--- config.mk ---
export PLATFORM = sky130hd
export DESIGN_NAME = decode_top
export DESIGN_NICKNAME = d
export VERILOG_FILES = /design/src/isa_pkg.sv /design/src/pipe_pkg.sv /design/src/decode_top.sv /design/src/exe_packer.sv /design/src/issue_control.sv /design/src/branch_unit.sv /design/src/inst_decoder.sv /design/src/if_id_reg.sv
export VERILOG_INCLUDE_DIRS = /design/src
export SDC_FILE = /design/constraint.sdc
export NUM_CORES = 1
export LEC_CHECK = 0
export ABC_AREA = 1
export BUFFER_PORTS_ARGS = -buffer_cell sky130_fd_sc_hd__buf_2
export CAP_MARGIN = 20
export CORE_MARGIN = 2
export CORE_UTILIZATION = 25
export DETAILED_ROUTE_END_ITERATION = 8
export HOLD_SLACK_MARGIN = 0.05
export PLACE_DENSITY_LB_ADDON = 0.25
export SLEW_MARGIN = 20
export SYNTH_ARGS = -nofsm -noshare
export SYNTH_HDL_FRONTEND = slang
export SYNTH_SLANG_ARGS = --single-unit
--- constraint.sdc ---
create_clock -name clk -period 11.1 [get_ports clk]
set_clock_uncertainty 0.15 [all_clocks]
set_input_delay 0.555 -clock clk [delete_from_list [all_inputs] [get_ports clk]]
set_output_delay 0.555 -clock clk [all_outputs]
set_load 0.03 [all_outputs]
--- src/mips_defines.svh ---
`ifndef MIPS_DEFINES_SVH
`define MIPS_DEFINES_SVH

// **************************************************
// widths
// **************************************************
`define DATA_W      32      // word and pc
`define REG_ADDR_W  5       // gpr number
`define OPCODE_W    6
`define FUNCT_W     6
`define IMM_W       16
`define TARGET_W    26      // j/jal index field
`define ALU_OP_W    12      // one-hot alu control

`define LINK_REG    31      // jal writes here
`define LINK_OFFSET 8       // return past the delay slot

// **************************************************
// primary opcodes
// **************************************************
`define OP_SPECIAL  6'b000000
`define OP_REGIMM   6'b000001
`define OP_J        6'b000010
`define OP_JAL      6'b000011
`define OP_BEQ      6'b000100
`define OP_BNE      6'b000101
`define OP_BLEZ     6'b000110
`define OP_BGTZ     6'b000111
`define OP_ADDIU    6'b001001
`define OP_SLTI     6'b001010
`define OP_SLTIU    6'b001011
`define OP_ANDI     6'b001100
`define OP_ORI      6'b001101
`define OP_XORI     6'b001110
`define OP_LUI      6'b001111

// rt field selects the regimm branch
`define RT_BLTZ     5'b00000
`define RT_BGEZ     5'b00001

// **************************************************
// special funct codes
// **************************************************
`define FN_SLL      6'b000000
`define FN_SRL      6'b000010
`define FN_SRA      6'b000011
`define FN_SLLV     6'b000100
`define FN_SRLV     6'b000110
`define FN_SRAV     6'b000111
`define FN_JR       6'b001000
`define FN_JALR     6'b001001
`define FN_ADDU     6'b100001
`define FN_SUBU     6'b100011
`define FN_AND      6'b100100
`define FN_OR       6'b100101
`define FN_XOR      6'b100110
`define FN_NOR      6'b100111
`define FN_SLT      6'b101010
`define FN_SLTU     6'b101011

`endif
--- src/isa_pkg.sv ---
`include "mips_defines.svh"

package isa_pkg;

    typedef logic [`DATA_W-1:0]     word_t;      // data word or pc
    typedef logic [`REG_ADDR_W-1:0] reg_addr_t;  // gpr number
    typedef logic [`OPCODE_W-1:0]   opcode_t;    // inst[31:26]
    typedef logic [`FUNCT_W-1:0]    funct_t;     // inst[5:0]
    typedef logic [`IMM_W-1:0]      imm_t;       // immediate or branch offset

    // one-hot, msb first:
    // add sub slt sltu and nor or xor sll srl sra lui
    typedef logic [`ALU_OP_W-1:0]   alu_op_t;

endpackage

--- src/pipe_pkg.sv ---
package pipe_pkg;

    // fetch -> decode
    typedef struct packed {
        isa_pkg::word_t pc;
        isa_pkg::word_t inst;
    } fetch_bus_t;

    // decode -> fetch redirect
    typedef struct packed {
        logic           taken;
        isa_pkg::word_t target;
    } jbr_bus_t;

    // **************************************************
    // decoder class flags shared by the other submodules
    // **************************************************
    typedef struct packed {
        isa_pkg::alu_op_t alu_op;
        logic             imm_zero;   // zero-extend imm
        logic             imm_sign;   // sign-extend imm
        logic             shift_sa;   // shift amount from sa field
        logic             link;       // jal / jalr
        logic             jump_reg;   // jr / jalr
        logic             jump_abs;   // j / jal
        logic             beq;
        logic             bne;
        logic             bgez;
        logic             bgtz;
        logic             blez;
        logic             bltz;
        logic             wdest_rd;
        logic             wdest_rt;
        logic             wdest_31;
        logic             no_rt;      // rt field is not a source
    } dec_info_t;

    // decode -> execute
    typedef struct packed {
        isa_pkg::alu_op_t    alu_op;
        isa_pkg::word_t      operand1;
        isa_pkg::word_t      operand2;
        logic                rf_wen;
        isa_pkg::reg_addr_t  rf_wdest;
    } exe_bus_t;

endpackage

--- src/decode_top.sv ---
`timescale 1ns/10ps
`include "mips_defines.svh"

module decode_top (
    input  logic                 clk,
    input  logic                 arst_n,
    input  logic                 fetch_valid,
    input  pipe_pkg::fetch_bus_t fetch,
    input  logic                 if_over,
    input  isa_pkg::word_t       rs_value,
    input  isa_pkg::word_t       rt_value,
    input  isa_pkg::reg_addr_t   exe_wdest,
    input  isa_pkg::reg_addr_t   mem_wdest,
    input  isa_pkg::reg_addr_t   wb_wdest,
    output isa_pkg::reg_addr_t   rs,
    output isa_pkg::reg_addr_t   rt,
    output logic                 id_allow_in,
    output logic                 id_over,
    output pipe_pkg::jbr_bus_t   jbr,
    output pipe_pkg::exe_bus_t   exe_bus
);

    logic                 id_valid;
    pipe_pkg::fetch_bus_t id_inst;
    isa_pkg::reg_addr_t   rd;
    isa_pkg::reg_addr_t   sa;
    isa_pkg::imm_t        imm;
    logic [`TARGET_W-1:0] target;
    pipe_pkg::dec_info_t  dec;

    if_id_reg i_if_id_reg (
        .clk         (clk),
        .arst_n      (arst_n),
        .fetch_valid (fetch_valid),
        .fetch       (fetch),
        .id_over     (id_over),
        .id_valid    (id_valid),
        .id_inst     (id_inst),
        .id_allow_in (id_allow_in)
    );

    inst_decoder i_inst_decoder (
        .inst   (id_inst.inst),
        .rs     (rs),
        .rt     (rt),
        .rd     (rd),
        .sa     (sa),
        .imm    (imm),
        .target (target),
        .dec    (dec)
    );

    branch_unit i_branch_unit (
        .dec      (dec),
        .pc       (id_inst.pc),
        .target   (target),
        .imm      (imm),
        .rs_value (rs_value),
        .rt_value (rt_value),
        .id_over  (id_over),
        .jbr      (jbr)
    );

    issue_control i_issue_control (
        .id_valid  (id_valid),
        .if_over   (if_over),
        .dec       (dec),
        .rs        (rs),
        .rt        (rt),
        .exe_wdest (exe_wdest),
        .mem_wdest (mem_wdest),
        .wb_wdest  (wb_wdest),
        .id_over   (id_over)
    );

    exe_packer i_exe_packer (
        .dec      (dec),
        .pc       (id_inst.pc),
        .sa       (sa),
        .imm      (imm),
        .rt       (rt),
        .rd       (rd),
        .rs_value (rs_value),
        .rt_value (rt_value),
        .exe_bus  (exe_bus)
    );

endmodule

--- src/exe_packer.sv ---
`timescale 1ns/10ps
`include "mips_defines.svh"

module exe_packer (
    input  pipe_pkg::dec_info_t dec,
    input  isa_pkg::word_t      pc,
    input  isa_pkg::reg_addr_t  sa,
    input  isa_pkg::imm_t       imm,
    input  isa_pkg::reg_addr_t  rt,
    input  isa_pkg::reg_addr_t  rd,
    input  isa_pkg::word_t      rs_value,
    input  isa_pkg::word_t      rt_value,
    output pipe_pkg::exe_bus_t  exe_bus
);

    logic rf_wen;

    assign exe_bus.alu_op = dec.alu_op;

    // link computes pc + 8 in the alu
    assign exe_bus.operand1 = dec.link     ? pc
                            : dec.shift_sa ? {{(`DATA_W-`REG_ADDR_W){1'b0}}, sa}
                            : rs_value;

    assign exe_bus.operand2 = dec.link     ? isa_pkg::word_t'(`LINK_OFFSET)
                            : dec.imm_zero ? {16'd0, imm}
                            : dec.imm_sign ? {{16{imm[15]}}, imm}
                            : rt_value;

    assign rf_wen = dec.wdest_rt | dec.wdest_31 | dec.wdest_rd;

    assign exe_bus.rf_wen   = rf_wen;
    assign exe_bus.rf_wdest = dec.wdest_rt ? rt
                            : dec.wdest_31 ? isa_pkg::reg_addr_t'(`LINK_REG)
                            : dec.wdest_rd ? rd
                            : '0;   // 0 keeps later hazard compares clean

endmodule

--- src/issue_control.sv ---
`timescale 1ns/10ps

module issue_control (
    input  logic                id_valid,
    input  logic                if_over,
    input  pipe_pkg::dec_info_t dec,
    input  isa_pkg::reg_addr_t  rs,
    input  isa_pkg::reg_addr_t  rt,
    input  isa_pkg::reg_addr_t  exe_wdest,
    input  isa_pkg::reg_addr_t  mem_wdest,
    input  isa_pkg::reg_addr_t  wb_wdest,
    output logic                id_over
);

    logic rs_wait;
    logic rt_wait;
    logic is_jbr;

    // r0 is never written, so it never waits
    function automatic logic pending(input isa_pkg::reg_addr_t src,
                                     input isa_pkg::reg_addr_t d_exe,
                                     input isa_pkg::reg_addr_t d_mem,
                                     input isa_pkg::reg_addr_t d_wb);
        return (src != '0) & ((src == d_exe) | (src == d_mem) | (src == d_wb));
    endfunction

    assign rs_wait = pending(rs, exe_wdest, mem_wdest, wb_wdest);
    assign rt_wait = ~dec.no_rt & pending(rt, exe_wdest, mem_wdest, wb_wdest);

    assign is_jbr = dec.jump_abs | dec.jump_reg | dec.beq | dec.bne
                  | dec.bgez | dec.bgtz | dec.blez | dec.bltz;

    // a jump must wait for fetch to finish, otherwise the redirect is lost
    assign id_over = id_valid & ~rs_wait & ~rt_wait & (~is_jbr | if_over);

endmodule

--- src/branch_unit.sv ---
`timescale 1ns/10ps
`include "mips_defines.svh"

module branch_unit (
    input  pipe_pkg::dec_info_t  dec,
    input  isa_pkg::word_t       pc,
    input  logic [`TARGET_W-1:0] target,
    input  isa_pkg::imm_t        imm,
    input  isa_pkg::word_t       rs_value,
    input  isa_pkg::word_t       rt_value,
    input  logic                 id_over,
    output pipe_pkg::jbr_bus_t   jbr
);

    isa_pkg::word_t bd_pc;       // delay-slot pc
    isa_pkg::word_t j_target;
    isa_pkg::word_t br_target;
    logic           j_taken;
    logic           br_taken;
    logic           rs_eq_rt;
    logic           rs_ez;
    logic           rs_ltz;

    assign bd_pc = pc + 32'd4;

    // **************************************************
    // jumps
    // **************************************************
    assign j_taken  = dec.jump_abs | dec.jump_reg;
    assign j_target = dec.jump_reg ? rs_value : {bd_pc[31:28], target, 2'b00};

    // **************************************************
    // conditional branches
    // **************************************************
    assign rs_eq_rt = (rs_value == rt_value);
    assign rs_ez    = (rs_value == '0);
    assign rs_ltz   = rs_value[`DATA_W-1];   // sign bit

    assign br_taken = (dec.beq  & rs_eq_rt)
                    | (dec.bne  & ~rs_eq_rt)
                    | (dec.bgez & ~rs_ltz)
                    | (dec.bgtz & ~rs_ltz & ~rs_ez)
                    | (dec.blez & (rs_ltz | rs_ez))
                    | (dec.bltz & rs_ltz);

    assign br_target = bd_pc + {{14{imm[15]}}, imm, 2'b00};   // offset in words

    // redirect only once decode is done with it
    assign jbr.taken  = (j_taken | br_taken) & id_over;
    assign jbr.target = j_taken ? j_target : br_target;

endmodule

--- src/inst_decoder.sv ---
`timescale 1ns/10ps
`include "mips_defines.svh"

module inst_decoder (
    input  isa_pkg::word_t       inst,
    output isa_pkg::reg_addr_t   rs,
    output isa_pkg::reg_addr_t   rt,
    output isa_pkg::reg_addr_t   rd,
    output isa_pkg::reg_addr_t   sa,
    output isa_pkg::imm_t        imm,
    output logic [`TARGET_W-1:0] target,
    output pipe_pkg::dec_info_t  dec
);

    isa_pkg::opcode_t op;
    isa_pkg::funct_t  funct;
    logic             special;
    logic             sa_zero;
    logic             rs_zero;
    logic             rt_zero;

    assign op     = inst[31:26];
    assign rs     = inst[25:21];
    assign rt     = inst[20:16];
    assign rd     = inst[15:11];
    assign sa     = inst[10:6];
    assign funct  = inst[5:0];
    assign imm    = inst[15:0];
    assign target = inst[25:0];

    assign special = (op == `OP_SPECIAL);
    assign sa_zero = (sa == '0);
    assign rs_zero = (rs == '0);
    assign rt_zero = (rt == '0);

    // **************************************************
    // match terms
    // **************************************************
    logic i_addu, i_subu, i_slt, i_sltu, i_and, i_nor, i_or, i_xor;
    logic i_sll, i_srl, i_sra, i_sllv, i_srlv, i_srav, i_jr, i_jalr;
    logic i_addiu, i_slti, i_sltiu, i_andi, i_ori, i_xori, i_lui;
    logic i_beq, i_bne, i_bgez, i_bgtz, i_blez, i_bltz, i_j, i_jal;

    assign i_addu  = special & sa_zero & (funct == `FN_ADDU);
    assign i_subu  = special & sa_zero & (funct == `FN_SUBU);
    assign i_slt   = special & sa_zero & (funct == `FN_SLT);
    assign i_sltu  = special & sa_zero & (funct == `FN_SLTU);
    assign i_and   = special & sa_zero & (funct == `FN_AND);
    assign i_nor   = special & sa_zero & (funct == `FN_NOR);
    assign i_or    = special & sa_zero & (funct == `FN_OR);
    assign i_xor   = special & sa_zero & (funct == `FN_XOR);
    assign i_sll   = special & rs_zero & (funct == `FN_SLL);   // sll 0,0,0 is nop
    assign i_srl   = special & rs_zero & (funct == `FN_SRL);
    assign i_sra   = special & rs_zero & (funct == `FN_SRA);
    assign i_sllv  = special & sa_zero & (funct == `FN_SLLV);
    assign i_srlv  = special & sa_zero & (funct == `FN_SRLV);
    assign i_srav  = special & sa_zero & (funct == `FN_SRAV);
    assign i_jr    = special & rt_zero & (rd == '0) & sa_zero & (funct == `FN_JR);
    assign i_jalr  = special & rt_zero & sa_zero & (funct == `FN_JALR);

    assign i_addiu = (op == `OP_ADDIU);
    assign i_slti  = (op == `OP_SLTI);
    assign i_sltiu = (op == `OP_SLTIU);
    assign i_andi  = (op == `OP_ANDI);
    assign i_ori   = (op == `OP_ORI);
    assign i_xori  = (op == `OP_XORI);
    assign i_lui   = (op == `OP_LUI) & rs_zero;
    assign i_beq   = (op == `OP_BEQ);
    assign i_bne   = (op == `OP_BNE);
    assign i_bgez  = (op == `OP_REGIMM) & (rt == `RT_BGEZ);
    assign i_bltz  = (op == `OP_REGIMM) & (rt == `RT_BLTZ);
    assign i_bgtz  = (op == `OP_BGTZ) & rt_zero;
    assign i_blez  = (op == `OP_BLEZ) & rt_zero;
    assign i_j     = (op == `OP_J);
    assign i_jal   = (op == `OP_JAL);

    // **************************************************
    // class flags
    // **************************************************
    always_comb begin
        dec.alu_op   = {i_addu | i_addiu | i_jal | i_jalr,   // link adds pc+8
                        i_subu,
                        i_slt  | i_slti,
                        i_sltu | i_sltiu,
                        i_and  | i_andi,
                        i_nor,
                        i_or   | i_ori,
                        i_xor  | i_xori,
                        i_sll  | i_sllv,
                        i_srl  | i_srlv,
                        i_sra  | i_srav,
                        i_lui};
        dec.imm_zero = i_andi | i_ori | i_xori | i_lui;
        dec.imm_sign = i_addiu | i_slti | i_sltiu;
        dec.shift_sa = i_sll | i_srl | i_sra;
        dec.link     = i_jal | i_jalr;
        dec.jump_reg = i_jr | i_jalr;
        dec.jump_abs = i_j | i_jal;
        dec.beq      = i_beq;
        dec.bne      = i_bne;
        dec.bgez     = i_bgez;
        dec.bgtz     = i_bgtz;
        dec.blez     = i_blez;
        dec.bltz     = i_bltz;
        dec.wdest_rt = dec.imm_zero | dec.imm_sign;
        dec.wdest_31 = i_jal;
        dec.wdest_rd = i_addu | i_subu | i_slt | i_sltu | i_and | i_nor | i_or
                     | i_xor | i_sll | i_srl | i_sra | i_sllv | i_srlv | i_srav
                     | i_jalr;
        // bgez carries 1 in rt, the immediates their dest
        dec.no_rt    = dec.wdest_rt | i_bgez | i_j | i_jal;
    end

endmodule

--- src/if_id_reg.sv ---
`timescale 1ns/10ps

module if_id_reg (
    input  logic                 clk,
    input  logic                 arst_n,
    input  logic                 fetch_valid,
    input  pipe_pkg::fetch_bus_t fetch,
    input  logic                 id_over,
    output logic                 id_valid,
    output pipe_pkg::fetch_bus_t id_inst,
    output logic                 id_allow_in
);

    logic load_en;

    assign id_allow_in = ~id_valid | id_over;   // empty, or leaving this cycle
    assign load_en     = fetch_valid & id_allow_in;

    // valid drops when the held inst completes with nothing behind it
    always_ff @(posedge clk or negedge arst_n) begin
        if (!arst_n) begin
            id_valid <= 1'b0;
        end else if (id_allow_in) begin
            id_valid <= fetch_valid;
        end
    end

    always_ff @(posedge clk) begin
        if (load_en) begin
            id_inst <= fetch;   // held until id_over
        end
    end

endmodule

Word level (Yosys, flattened, before mapping)
Cells that the tools add are included.
{"block": "totals", "register_bits": 65, "inputBits": 147, "output_inout_bits": 127, "wordCells": 172}
{"block": "op_classes", "n_addsub": 2, "eq_ne": 37, "n_mux": 10, "n_bitwise": 111, "reduce_logical": 9}
{"cell": "$mux W32", "n": 7}
{"cell": "$or A1 B1 Y1", "n": 61}
{"cell": "$eq A6 B4 Y1 const B", "n": 9}
{"cell": "$eq A6 B6 Y1 const B", "n": 8}
{"cell": "$and A1 B1 Y1", "n": 42}
{"cell": "$eq A6 B3 Y1 const B", "n": 7}
{"cell": "$add A32 B3 Y32 const B", "n": 1}
{"cell": "$add A32 B32 Y32", "n": 1}
{"cell": "$eq A32 B32 Y1", "n": 1}
{"cell": "$logic_not A32 Y1", "n": 1}
{"cell": "$eq A5 B5 Y1", "n": 6}
{"cell": "$eq A6 B2 Y1 const B", "n": 4}
{"cell": "$logic_not A5 Y1", "n": 4}
{"cell": "$mux W5", "n": 3}
{"cell": "$logic_not A6 Y1", "n": 2}
{"cell": "$reduce_bool A5 Y1", "n": 2}
{"cell": "$not A1 Y1", "n": 8}
{"cell": "$eq A6 B1 Y1 const B", "n": 1}
{"cell": "$eq A5 B1 Y1 const B", "n": 1}

Longest topological paths before layout
Gate-level depths: netlist of the first run.
{"block": "depth", "depth_word": 20, "depth_mapped": 21, "mapped_depth_nobuf": 21}

Cells and area by module
From an unflattened synthesis of the first run, not the netlist that was laid out.
{"block": "hier_totals", "hier_cells": 1461, "hier_area_um2": 8974.9}
{"mod": "branch_unit", "instances": 1, "cells_each": 770, "area_per_inst_um2": 3938.8, "seq_area_each_um2": 0.0}
{"mod": "if_id_reg", "instances": 1, "cells_each": 70, "area_per_inst_um2": 1966.9, "seq_area_each_um2": 1946.9}
{"mod": "exe_packer", "instances": 1, "cells_each": 282, "area_per_inst_um2": 1267.5, "seq_area_each_um2": 0.0}
{"mod": "inst_decoder", "instances": 1, "cells_each": 207, "area_per_inst_um2": 1231.2, "seq_area_each_um2": 0.0}
{"mod": "issue_control", "instances": 1, "cells_each": 132, "area_per_inst_um2": 570.5, "seq_area_each_um2": 0.0}

Worst setup path after synthesis of the first run
No wires, ideal clock.
{"block": "synth_path", "kind": "reg-to-reg", "start": "reg i_if_id_reg.id_inst[15] (netlist name)", "end": "reg i_if_id_reg.id_inst[0] (netlist name)", "setup_time_ns": 0.507, "t_arrival_ns": 4.540, "required_ns": 10.443, "slack_ns": 5.903, "stages_incl_launch_ff": 9, "n_path_buf": 0, "synth_period_minus_slack_ns": 5.197, "path_cell_list": "edfxtp_1 > inv_1 > nand2_1 > nor2_1 > nand3_1 > nand3_2 > o21bai_1 > nand2_1 > a21oi_1"}
{"block": "synth_via", "elab_chain_len": 17}
{"item": "$logic_not A5 Y1", "line_no": "inst_decoder.sv:58", "source": "assign i_jr = special & rt_zero & (rd == '0) & sa_zero & (funct == `FN_JR);"}
{"item": "$and A1 B1 Y1 (3 in series)", "line_no": "inst_decoder.sv:58"}
{"item": "$or A1 B1 Y1", "line_no": "inst_decoder.sv:97", "source": "dec.jump_reg = i_jr | i_jalr;"}
{"item": "$or A1 B1 Y1 (3 in series)", "line_no": "issue_control.sv:30", "source": "assign is_jbr = dec.jump_abs | dec.jump_reg | dec.beq | dec.bne"}
{"item": "$or A1 B1 Y1 (4 in series)", "line_no": "issue_control.sv:31", "source": "| dec.bgez | dec.bgtz | dec.blez | dec.bltz;"}
{"item": "$not A1 Y1", "line_no": "issue_control.sv:34", "source": "assign id_over = id_valid & ~rs_wait & ~rt_wait & (~is_jbr | if_over);"}
{"item": "$or A1 B1 Y1", "line_no": "issue_control.sv:34"}
{"item": "$and A1 B1 Y1", "line_no": "issue_control.sv:34"}
{"item": "$or A1 B1 Y1", "line_no": "if_id_reg.sv:16", "source": "assign id_allow_in = ~id_valid | id_over;"}
{"item": "$and A1 B1 Y1", "line_no": "if_id_reg.sv:17", "source": "assign load_en = fetch_valid & id_allow_in;"}
{"item": "via i_if_id_reg.load_en", "line_no": "if_id_reg.sv:14", "source": "logic load_en;"}
The timed path passes the listed nets, and every way through them passes these cells.
A chain may end at the register's enable or synchronous reset.

==> flow_summary.toml, run 1 <==
[floorplan]
die_area_mm2 = 0.0342
initial_core_util_pct = 25.3
core_area_mm2 = 0.0324
die_w_um = 185
rows = 66
die_h_um = 185
num_io_pins = 274

[cells_and_area]
syn_to_final_growth_pct = 24.5
multi_input_area_mm2 = 0.00525
nets = 1712
drive_above_1_share_pct = 23.6
fillers = 3685
regArea_mm2 = 0.00195

[timing]
worst_pin_slew_ns = 0.797
setup_viol = 0
fin_crit_ns = 4.99
hold_violations = 0
setup_tns_ns = 0
rsz0062_at_grt = "false"
clock.fmax_ghz = 0.201
timing.final.crit_share_pct = 44.9
slew_viol_final = 0
slew_headroom_pct = 46.8

[grt]
grt_pass1_vias = 9240
antenna_found_initial = 2
grt_max_degree = 55
grt-ovfl-total = 0
grt_pass1_wl_um = 56600
grt_use_total_pct = 22.4

[clock_tree]
postCtsHoldBufs = 1
clockRootBuffer = "clkbuf_16"
htreeDepth = 3
clock-sinks = 65
clk_pin_slew_ns = 0.07
clk_latency_ns = 0.36
clockBufferDepth = 2
cts_buffers = 9
cts_tree = "yes"
post_cts_buffers = 0
ctsResizeCount = 0

[pwr]
power.internal_mw = 0.741
p_per_area_mw_per_mm2 = 147
power_mw = 1.49
combPwrFrac_pct = 54.5
power_frac_seq_pct = 23.9
clkPwrFrac_pct = 21.6
p_sw_mw = 0.753
p_sw_share_pct = 50.4
ir_drop_mv = 0.0994
leakage_nw = 5.13

[synthesis]
synth_fp_nets = 1464
synthCells = 1286
synth_ff_type = "edfxtp_1"
syn_area_mm2 = 0.00818
yosysWarningCount = 0
async_reset_ff_share_pct = 1.54
synth_edf_count = 64
synth_area_per_cell_um2 = 6.36
synth_seq_cells = 65
synth_cell_types = 50
ys_seq_area_share_pct = 23.8

[placement]
gp_congestion = 0.926
portBuffers = 273
hpwl_um = 32500

[setup_path]
regToRegStartpoint = "i_if_id_reg.id_inst[31]"
cp_data_arrival_time_ns = 4.28
slowest_stage = "a21boi_0"
start_kind = "flip-flop"
crit_chain = "ha_1, nand2_1, nor2_2, nand4_2, nor3_4, nand3_2, nor2_2, nand2_1, xor2_1, ha_1, a21oi_1, a21boi_0, nand2_1, nand3b_1, nand2_1, nand2_1, o21bai_1, buf_2"
max_stage_delay_ns = 0.39
cp_max_fo = 5
critPathBufInv = 1
crit_type = "reg2out"
worstSetupEndpointType = "primary output"
r2r_end = "i_if_id_reg.id_inst[17]"
cpMostUsedCell = "nand2_1"
required_ns = 10.40
reg2reg_depth = 12
rrSetupSlack_ns = 7.31
path_delay_family = "simple AND/OR/NAND/NOR gates"

[route]
route.detailed.drc = 0
routed_via_density = 4.85
antenna_left = 0
drt-total-wl_um = 38900
detailroute.via_count = 9604
wl_per_cell_um = 19.6
dr.pass1.iters = 5
drt_iter0_markers = 780

[flow_run]
maxCapViolCount = 0

[worst_hold_path]
hold_end = "i_if_id_reg.id_inst[21]"
hold_path_depth = 1
worstHoldStart = "fetch[21]"
hold_path_class = "in2reg"

[run_status]
status = "completed"
[power by group through the flow]
| stage | Sequential, mW | Combinational (mW) | Clock, mW |
|---|---|---|---|
| after CTS | 0.356 | 0.811 | 0.328 |
| after global placement | 0.360 | 0.811 | 0 |
| after detailed placement | 0.362 | 0.806 | 0 |
| after floorplan | 0.347 | 0.545 | 0 |
| final | 0.357 | 0.814 | 0.323 |
| after global routing | 0.362 | 0.885 | 0.335 |
[routing by layer]
metal  vias up  wire length, um  global-route usage, %  share of wire (%)
li1       4692                -                      -                  -
met1      4439            18000                   30.7                 46
met4         2              943                   6.63                2.4
met3        51             2500                   3.30                6.4
met2       420            17500                   36.4                 45
met5         -               13                      0              0.033
[cell families after synthesis]
logic type / Yosys count / share of synthesized area, %
DFF: 65 / 23.8
and+or+nand+nor: 713 / 38.3
AOI/OAI and AO/OA: 187 / 14.6
adders and majority gates: 31 / 4.84
xor gates and xnor gates: 59 / 6.32
buffers and inverters: 231 / 12.2
[Yosys cell counts, drive strengths merged, types with 3 or more instances]
master	count	area [um^2]
ha	30	375
o21ai	48	240
edfxtp	64	1920
nand2	392	1490
a21o	4	30.0
xor2	31	272
nand3	97	531
o221ai	6	52.6
inv	190	713
o211ai	8	60.1
o22ai	35	325
a21oi	68	344
nand3b	7	52.6
nor4	3	18.8
o21bai	9	67.6
or2	10	62.6
clkbuf	4	15.0
buf	36	264
xnor2	28	245
nor3	21	126
nor2	157	678
nand4	25	163
[flip-flops by register name, summed over array words and instances, names as in the netlist]
name                  count
i_if_id_reg.id_inst      64
i_if_id_reg.id_valid      1
[cells in the final DEF, fill, tap and decap left out, types with 10 or more instances in the layout]
cell type and count:
a21oi_1 66, buf_2 273, edfxtp_1 64, ha_1 30, inv_1 180, inv_2 10, nand2_1 386, nand3_1 91
nand4_1 24, nor2_1 139, nor2_2 11, nor3_1 18, o21ai_0 41, o22ai_1 18, o22ai_2 17, xnor2_1 28
xor2_1 31
[cell type report]
class                           count  share of cell area (%)
Multi-Input combinational cell    990                    51.5
Sequential cell                    65                    19.1
Timing Repair Buffer              277                    13.7
Inverter                          191                    7.04
Tap cell                          442                    5.43
Clock buffer                        9                    2.21
Clock inverter                      7                   0.922
Antenna cell                        1                  0.0246
[worst max path at each step]
stage / from / to / depth (start not counted) / slack [ns]
final: i_if_id_reg.id_inst[34] / jbr[23] / 18 / 6.11
after global routing: i_if_id_reg.id_inst[34] / jbr[23] / 18 / 5.86
after CTS: i_if_id_reg.id_inst[34] / jbr[23] / 18 / 6.11
after detailed placement: i_if_id_reg.id_inst[34] / jbr[23] / 18 / 6.50
after global placement: i_if_id_reg.id_inst[34] / jbr[23] / 18 / 6.59
after floorplan: i_if_id_reg.id_inst[15] / i_if_id_reg.id_inst[0] / 8 / 5.90
[stage by stage]
step | utilization [%] | cell area, um^2 | hold slack (ns) | cells | setup WS, ns
CTS | 31.4 | 10200 | 0.209 | 1981 | 6.11
global placement | 30.4 | 9850 | 0.188 | 1964 | 6.59
finish | 31.5 | 10200 | 0.220 | 1982 | 6.11
detailed placement | 30.4 | 9850 | 0.188 | 1964 | 6.50
floorplan | - | 8180 | 0.109 | 1286 | 5.90
global route | 31.5 | 10200 | 0.216 | 1982 | 5.86
Note: power is estimated with default switching activity, not from simulation.
==> run 2, diff against run 1 <==
- ABC_AREA: 1 -> 0
- clock period: 11.1 -> 4.9 ns (I/O delays scaled with it)
==> run 2 against run 1 <==
- non-clock buffer count increased by 92
- critical path depth fell by 2
- critical path type unchanged
- setup slack worse by 5.9 ns
- first-iteration DRC count fell by 41%
==> flow_summary.toml, run 2 <==
[run_status]
status = "completed"

[grt]
antenna_found_initial = 0
grt_pass1_wl_um = 46700
grt-ovfl-total = 0
grt_pass1_vias = 7512
grt_use_total_pct = 22.3
grt_max_degree = 39

[pwr]
leakage_nw = 4.11
combPwrFrac_pct = 52.5
p_sw_share_pct = 46.3
power.internal_mw = 1.73
ir_drop_mv = 0.173
clkPwrFrac_pct = 22.5
p_per_area_mw_per_mm2 = 339
power_frac_seq_pct = 25.0
p_sw_mw = 1.49

[clock_tree]
cts_tree = "yes"
clockRootBuffer = "clkbuf_16"
clock-sinks = 65
clk_latency_ns = 0.36
clockBufferDepth = 2
cts_buffers = 9
clk_pin_slew_ns = 0.06
htreeDepth = 3

[placement]
gp_congestion = 0.887
place_ws_ns = 0.193
portBuffers = 273
place_area_mm2 = 0.00838
hpwl_um = 25200

[synthesis]
yosysWarningCount = 0
synth_area_per_cell_um2 = 7.97
synth_fp_nets = 1018
synth_edf_count = 64
syn_area_mm2 = 0.00669
synthCells = 840
synthTopCellsByCount = "141 x nand2_1, 74 x o21ai_0, 65 x xor2_1"
ys_seq_area_share_pct = 29.1
async_reset_ff_share_pct = 1.54
synth_largest_area_cell = "edfxtp_1"
synth_top_area_share_pct = 28.7
synth_ff_type = "edfxtp_1"
synth_seq_cells = 65
synth_area_leaders = "edfxtp_1 29%, xor2_1 8.5%, nand2_1 7.9%"
synth.most_common_cell = "nand2_1"
synth_cell_types = 66

[flow_run]
maxCapViolCount = 0

[floorplan]
rows = 59
die_area_mm2 = 0.0281
initial_core_util_pct = 25.5
num_io_pins = 274
die_w_um = 168
die_h_um = 168
core_area_mm2 = 0.0262

[cells_and_area]
drive_above_1_share_pct = 29.4
fillers = 2783
multi_input_area_mm2 = 0.00446
nets = 1337
final_common_cell = "buf_2"
reg.largest.list = "i_if_id_reg.id_inst (64), i_if_id_reg.id_valid (1)"
mostFrequentLayoutCells = "272 x buf_2, 141 x nand2_1, 71 x o21ai_0, 66 x dlygate4sd3_1, 65 x xor2_1"
regArea_mm2 = 0.00195
largest_register_ffs = 64
final_area_mm2 = 0.00949
diodes = 0
syn_to_final_growth_pct = 41.8
top_register = "i_if_id_reg.id_inst"

[setup_path]
required_ns = 4.51
crit_type = "reg2out"
reg2reg_depth = 10
max_stage_delay_ns = 0.46
crit_chain = "and4_1, nand4_1, or3_4, inv_2, nand2_1, xnor2_1, ha_1, nand4_1, nor3_2, o2111ai_1, a31o_4, o21a_1, o311ai_2, mux2i_1, o21ai_1, buf_4"
critPathBufInv = 2
cp_data_arrival_time_ns = 4.26
cpMostUsedCell = "nand4_1"
slowest_stage = "or3_4"
worstSetupEndpointType = "primary output"
cp_max_fo = 6
path_delay_family = "simple AND/OR/NAND/NOR gates"
cp.depth = 16
start_kind = "flip-flop"

[timing]
slew_viol_final = 0
setup_slack_ns = 0.241
clock.fmax_ghz = 0.215
fin_crit_ns = 4.66
timing.final.crit_share_pct = 95.1
setup_tns_ns = 0
slew_headroom_pct = 38.7
setup_viol = 0
worst_pin_slew_ns = 0.917
rsz0062_at_grt = "true"
hold_violations = 0

[route]
wl_per_cell_um = 21.3
routed_via_density = 5.06
antenna_left = 0
drt_iter0_markers = 463
detailroute.via_count = 7584
drt-total-wl_um = 31900
dr.pass1.iters = 5
route.detailed.drc = 0

[worst_hold_path]
hold_path_class = "in2async"
[run 2: cell count changes after synthesis, moves of 33 or more]
cell / delta
nand2_1: -245
inv_1: -160
nor2_1: -98
nand3_1: -66
clkbuf_1: +40
xor2_1: +34
o21ai_0: +33
[run 2: kinds of logic (layout without fill, tap and decap cells)]
kind of cell	count (synthesis)	after routing	share of synthesized area [%]
simple gates	313	313	22.5
compound gates	226	226	20.7
xor+xnor	117	117	15.3
buf+inv	81	405	5.37
flops	65	65	29.1
fa+ha+maj	31	31	5.91
mux	7	7	1.07
[run 2: power groups by stage]
stage,registers (mW),logic [mW],clock network (mW)
finish,0.805,1.69,0.722
global route,0.814,1.81,0.757
CTS,0.807,1.66,0.735
detailed placement,0.818,1.61,0
global placement,0.816,1.61,0
floorplan,0.772,1.10,0
[run 2: timing repair]
action,CTS,global route
setup endpoints to repair,2,6
resized for setup,3,13
hold buffers,66,0
buffers inserted,1,8
pin swaps,1,6
endpoints found under the hold margin,66,0
[run 2: final cells by class]
cell class                 instances  area share [%]
multi-input combinational        694            47.0
clock inverter                     7            1.00
inverter                          20           0.791
clock buffer                       9            2.37
timing repair buffer             369            23.9
tap                              335            4.42
sequential                        65            20.5
[run 2: worst paths after layout]
check	end	slack, ns	from
max	jbr[31]	0.24	i_if_id_reg.id_inst[37]
min	i_if_id_reg.id_valid	0.06	arst_n
max reg2reg	i_if_id_reg.id_inst[47]	0.81	i_if_id_reg.id_inst[24]
min reg2reg	i_if_id_reg.id_valid	0.39	i_if_id_reg.id_valid
max in group asynchronous	i_if_id_reg.id_valid	4.46	arst_n
min in group clk	i_if_id_reg.id_valid	0.20	if_over
[run 2: metrics by stage]
| stage | hold slack (ns) | utilization (%) | total power [mW] | std cells |
|---|---|---|---|---|
| 6_report | 0.0586 | 36.2 | 3.21 | 1499 |
| 5_1_grt | 0.0578 | 36.2 | 3.38 | 1499 |
| 4_1_cts | 0.0515 | 35.8 | 3.20 | 1491 |
| 3_5_place_dp | -0.129 | 32.0 | 2.42 | 1408 |
| 3_3_place_gp | -0.130 | 32.0 | 2.43 | 1408 |
| 2_1_floorplan | -0.201 | - | 1.87 | 840 |
[run 2: layer usage]
metal,wire (um),up-vias,GRT usage (%)
li1,-,3674,-
met2,14800,330,37.1
met4,741,0,6.47
met1,14100,3541,29.0
met5,0,-,0
met3,2240,39,4.77
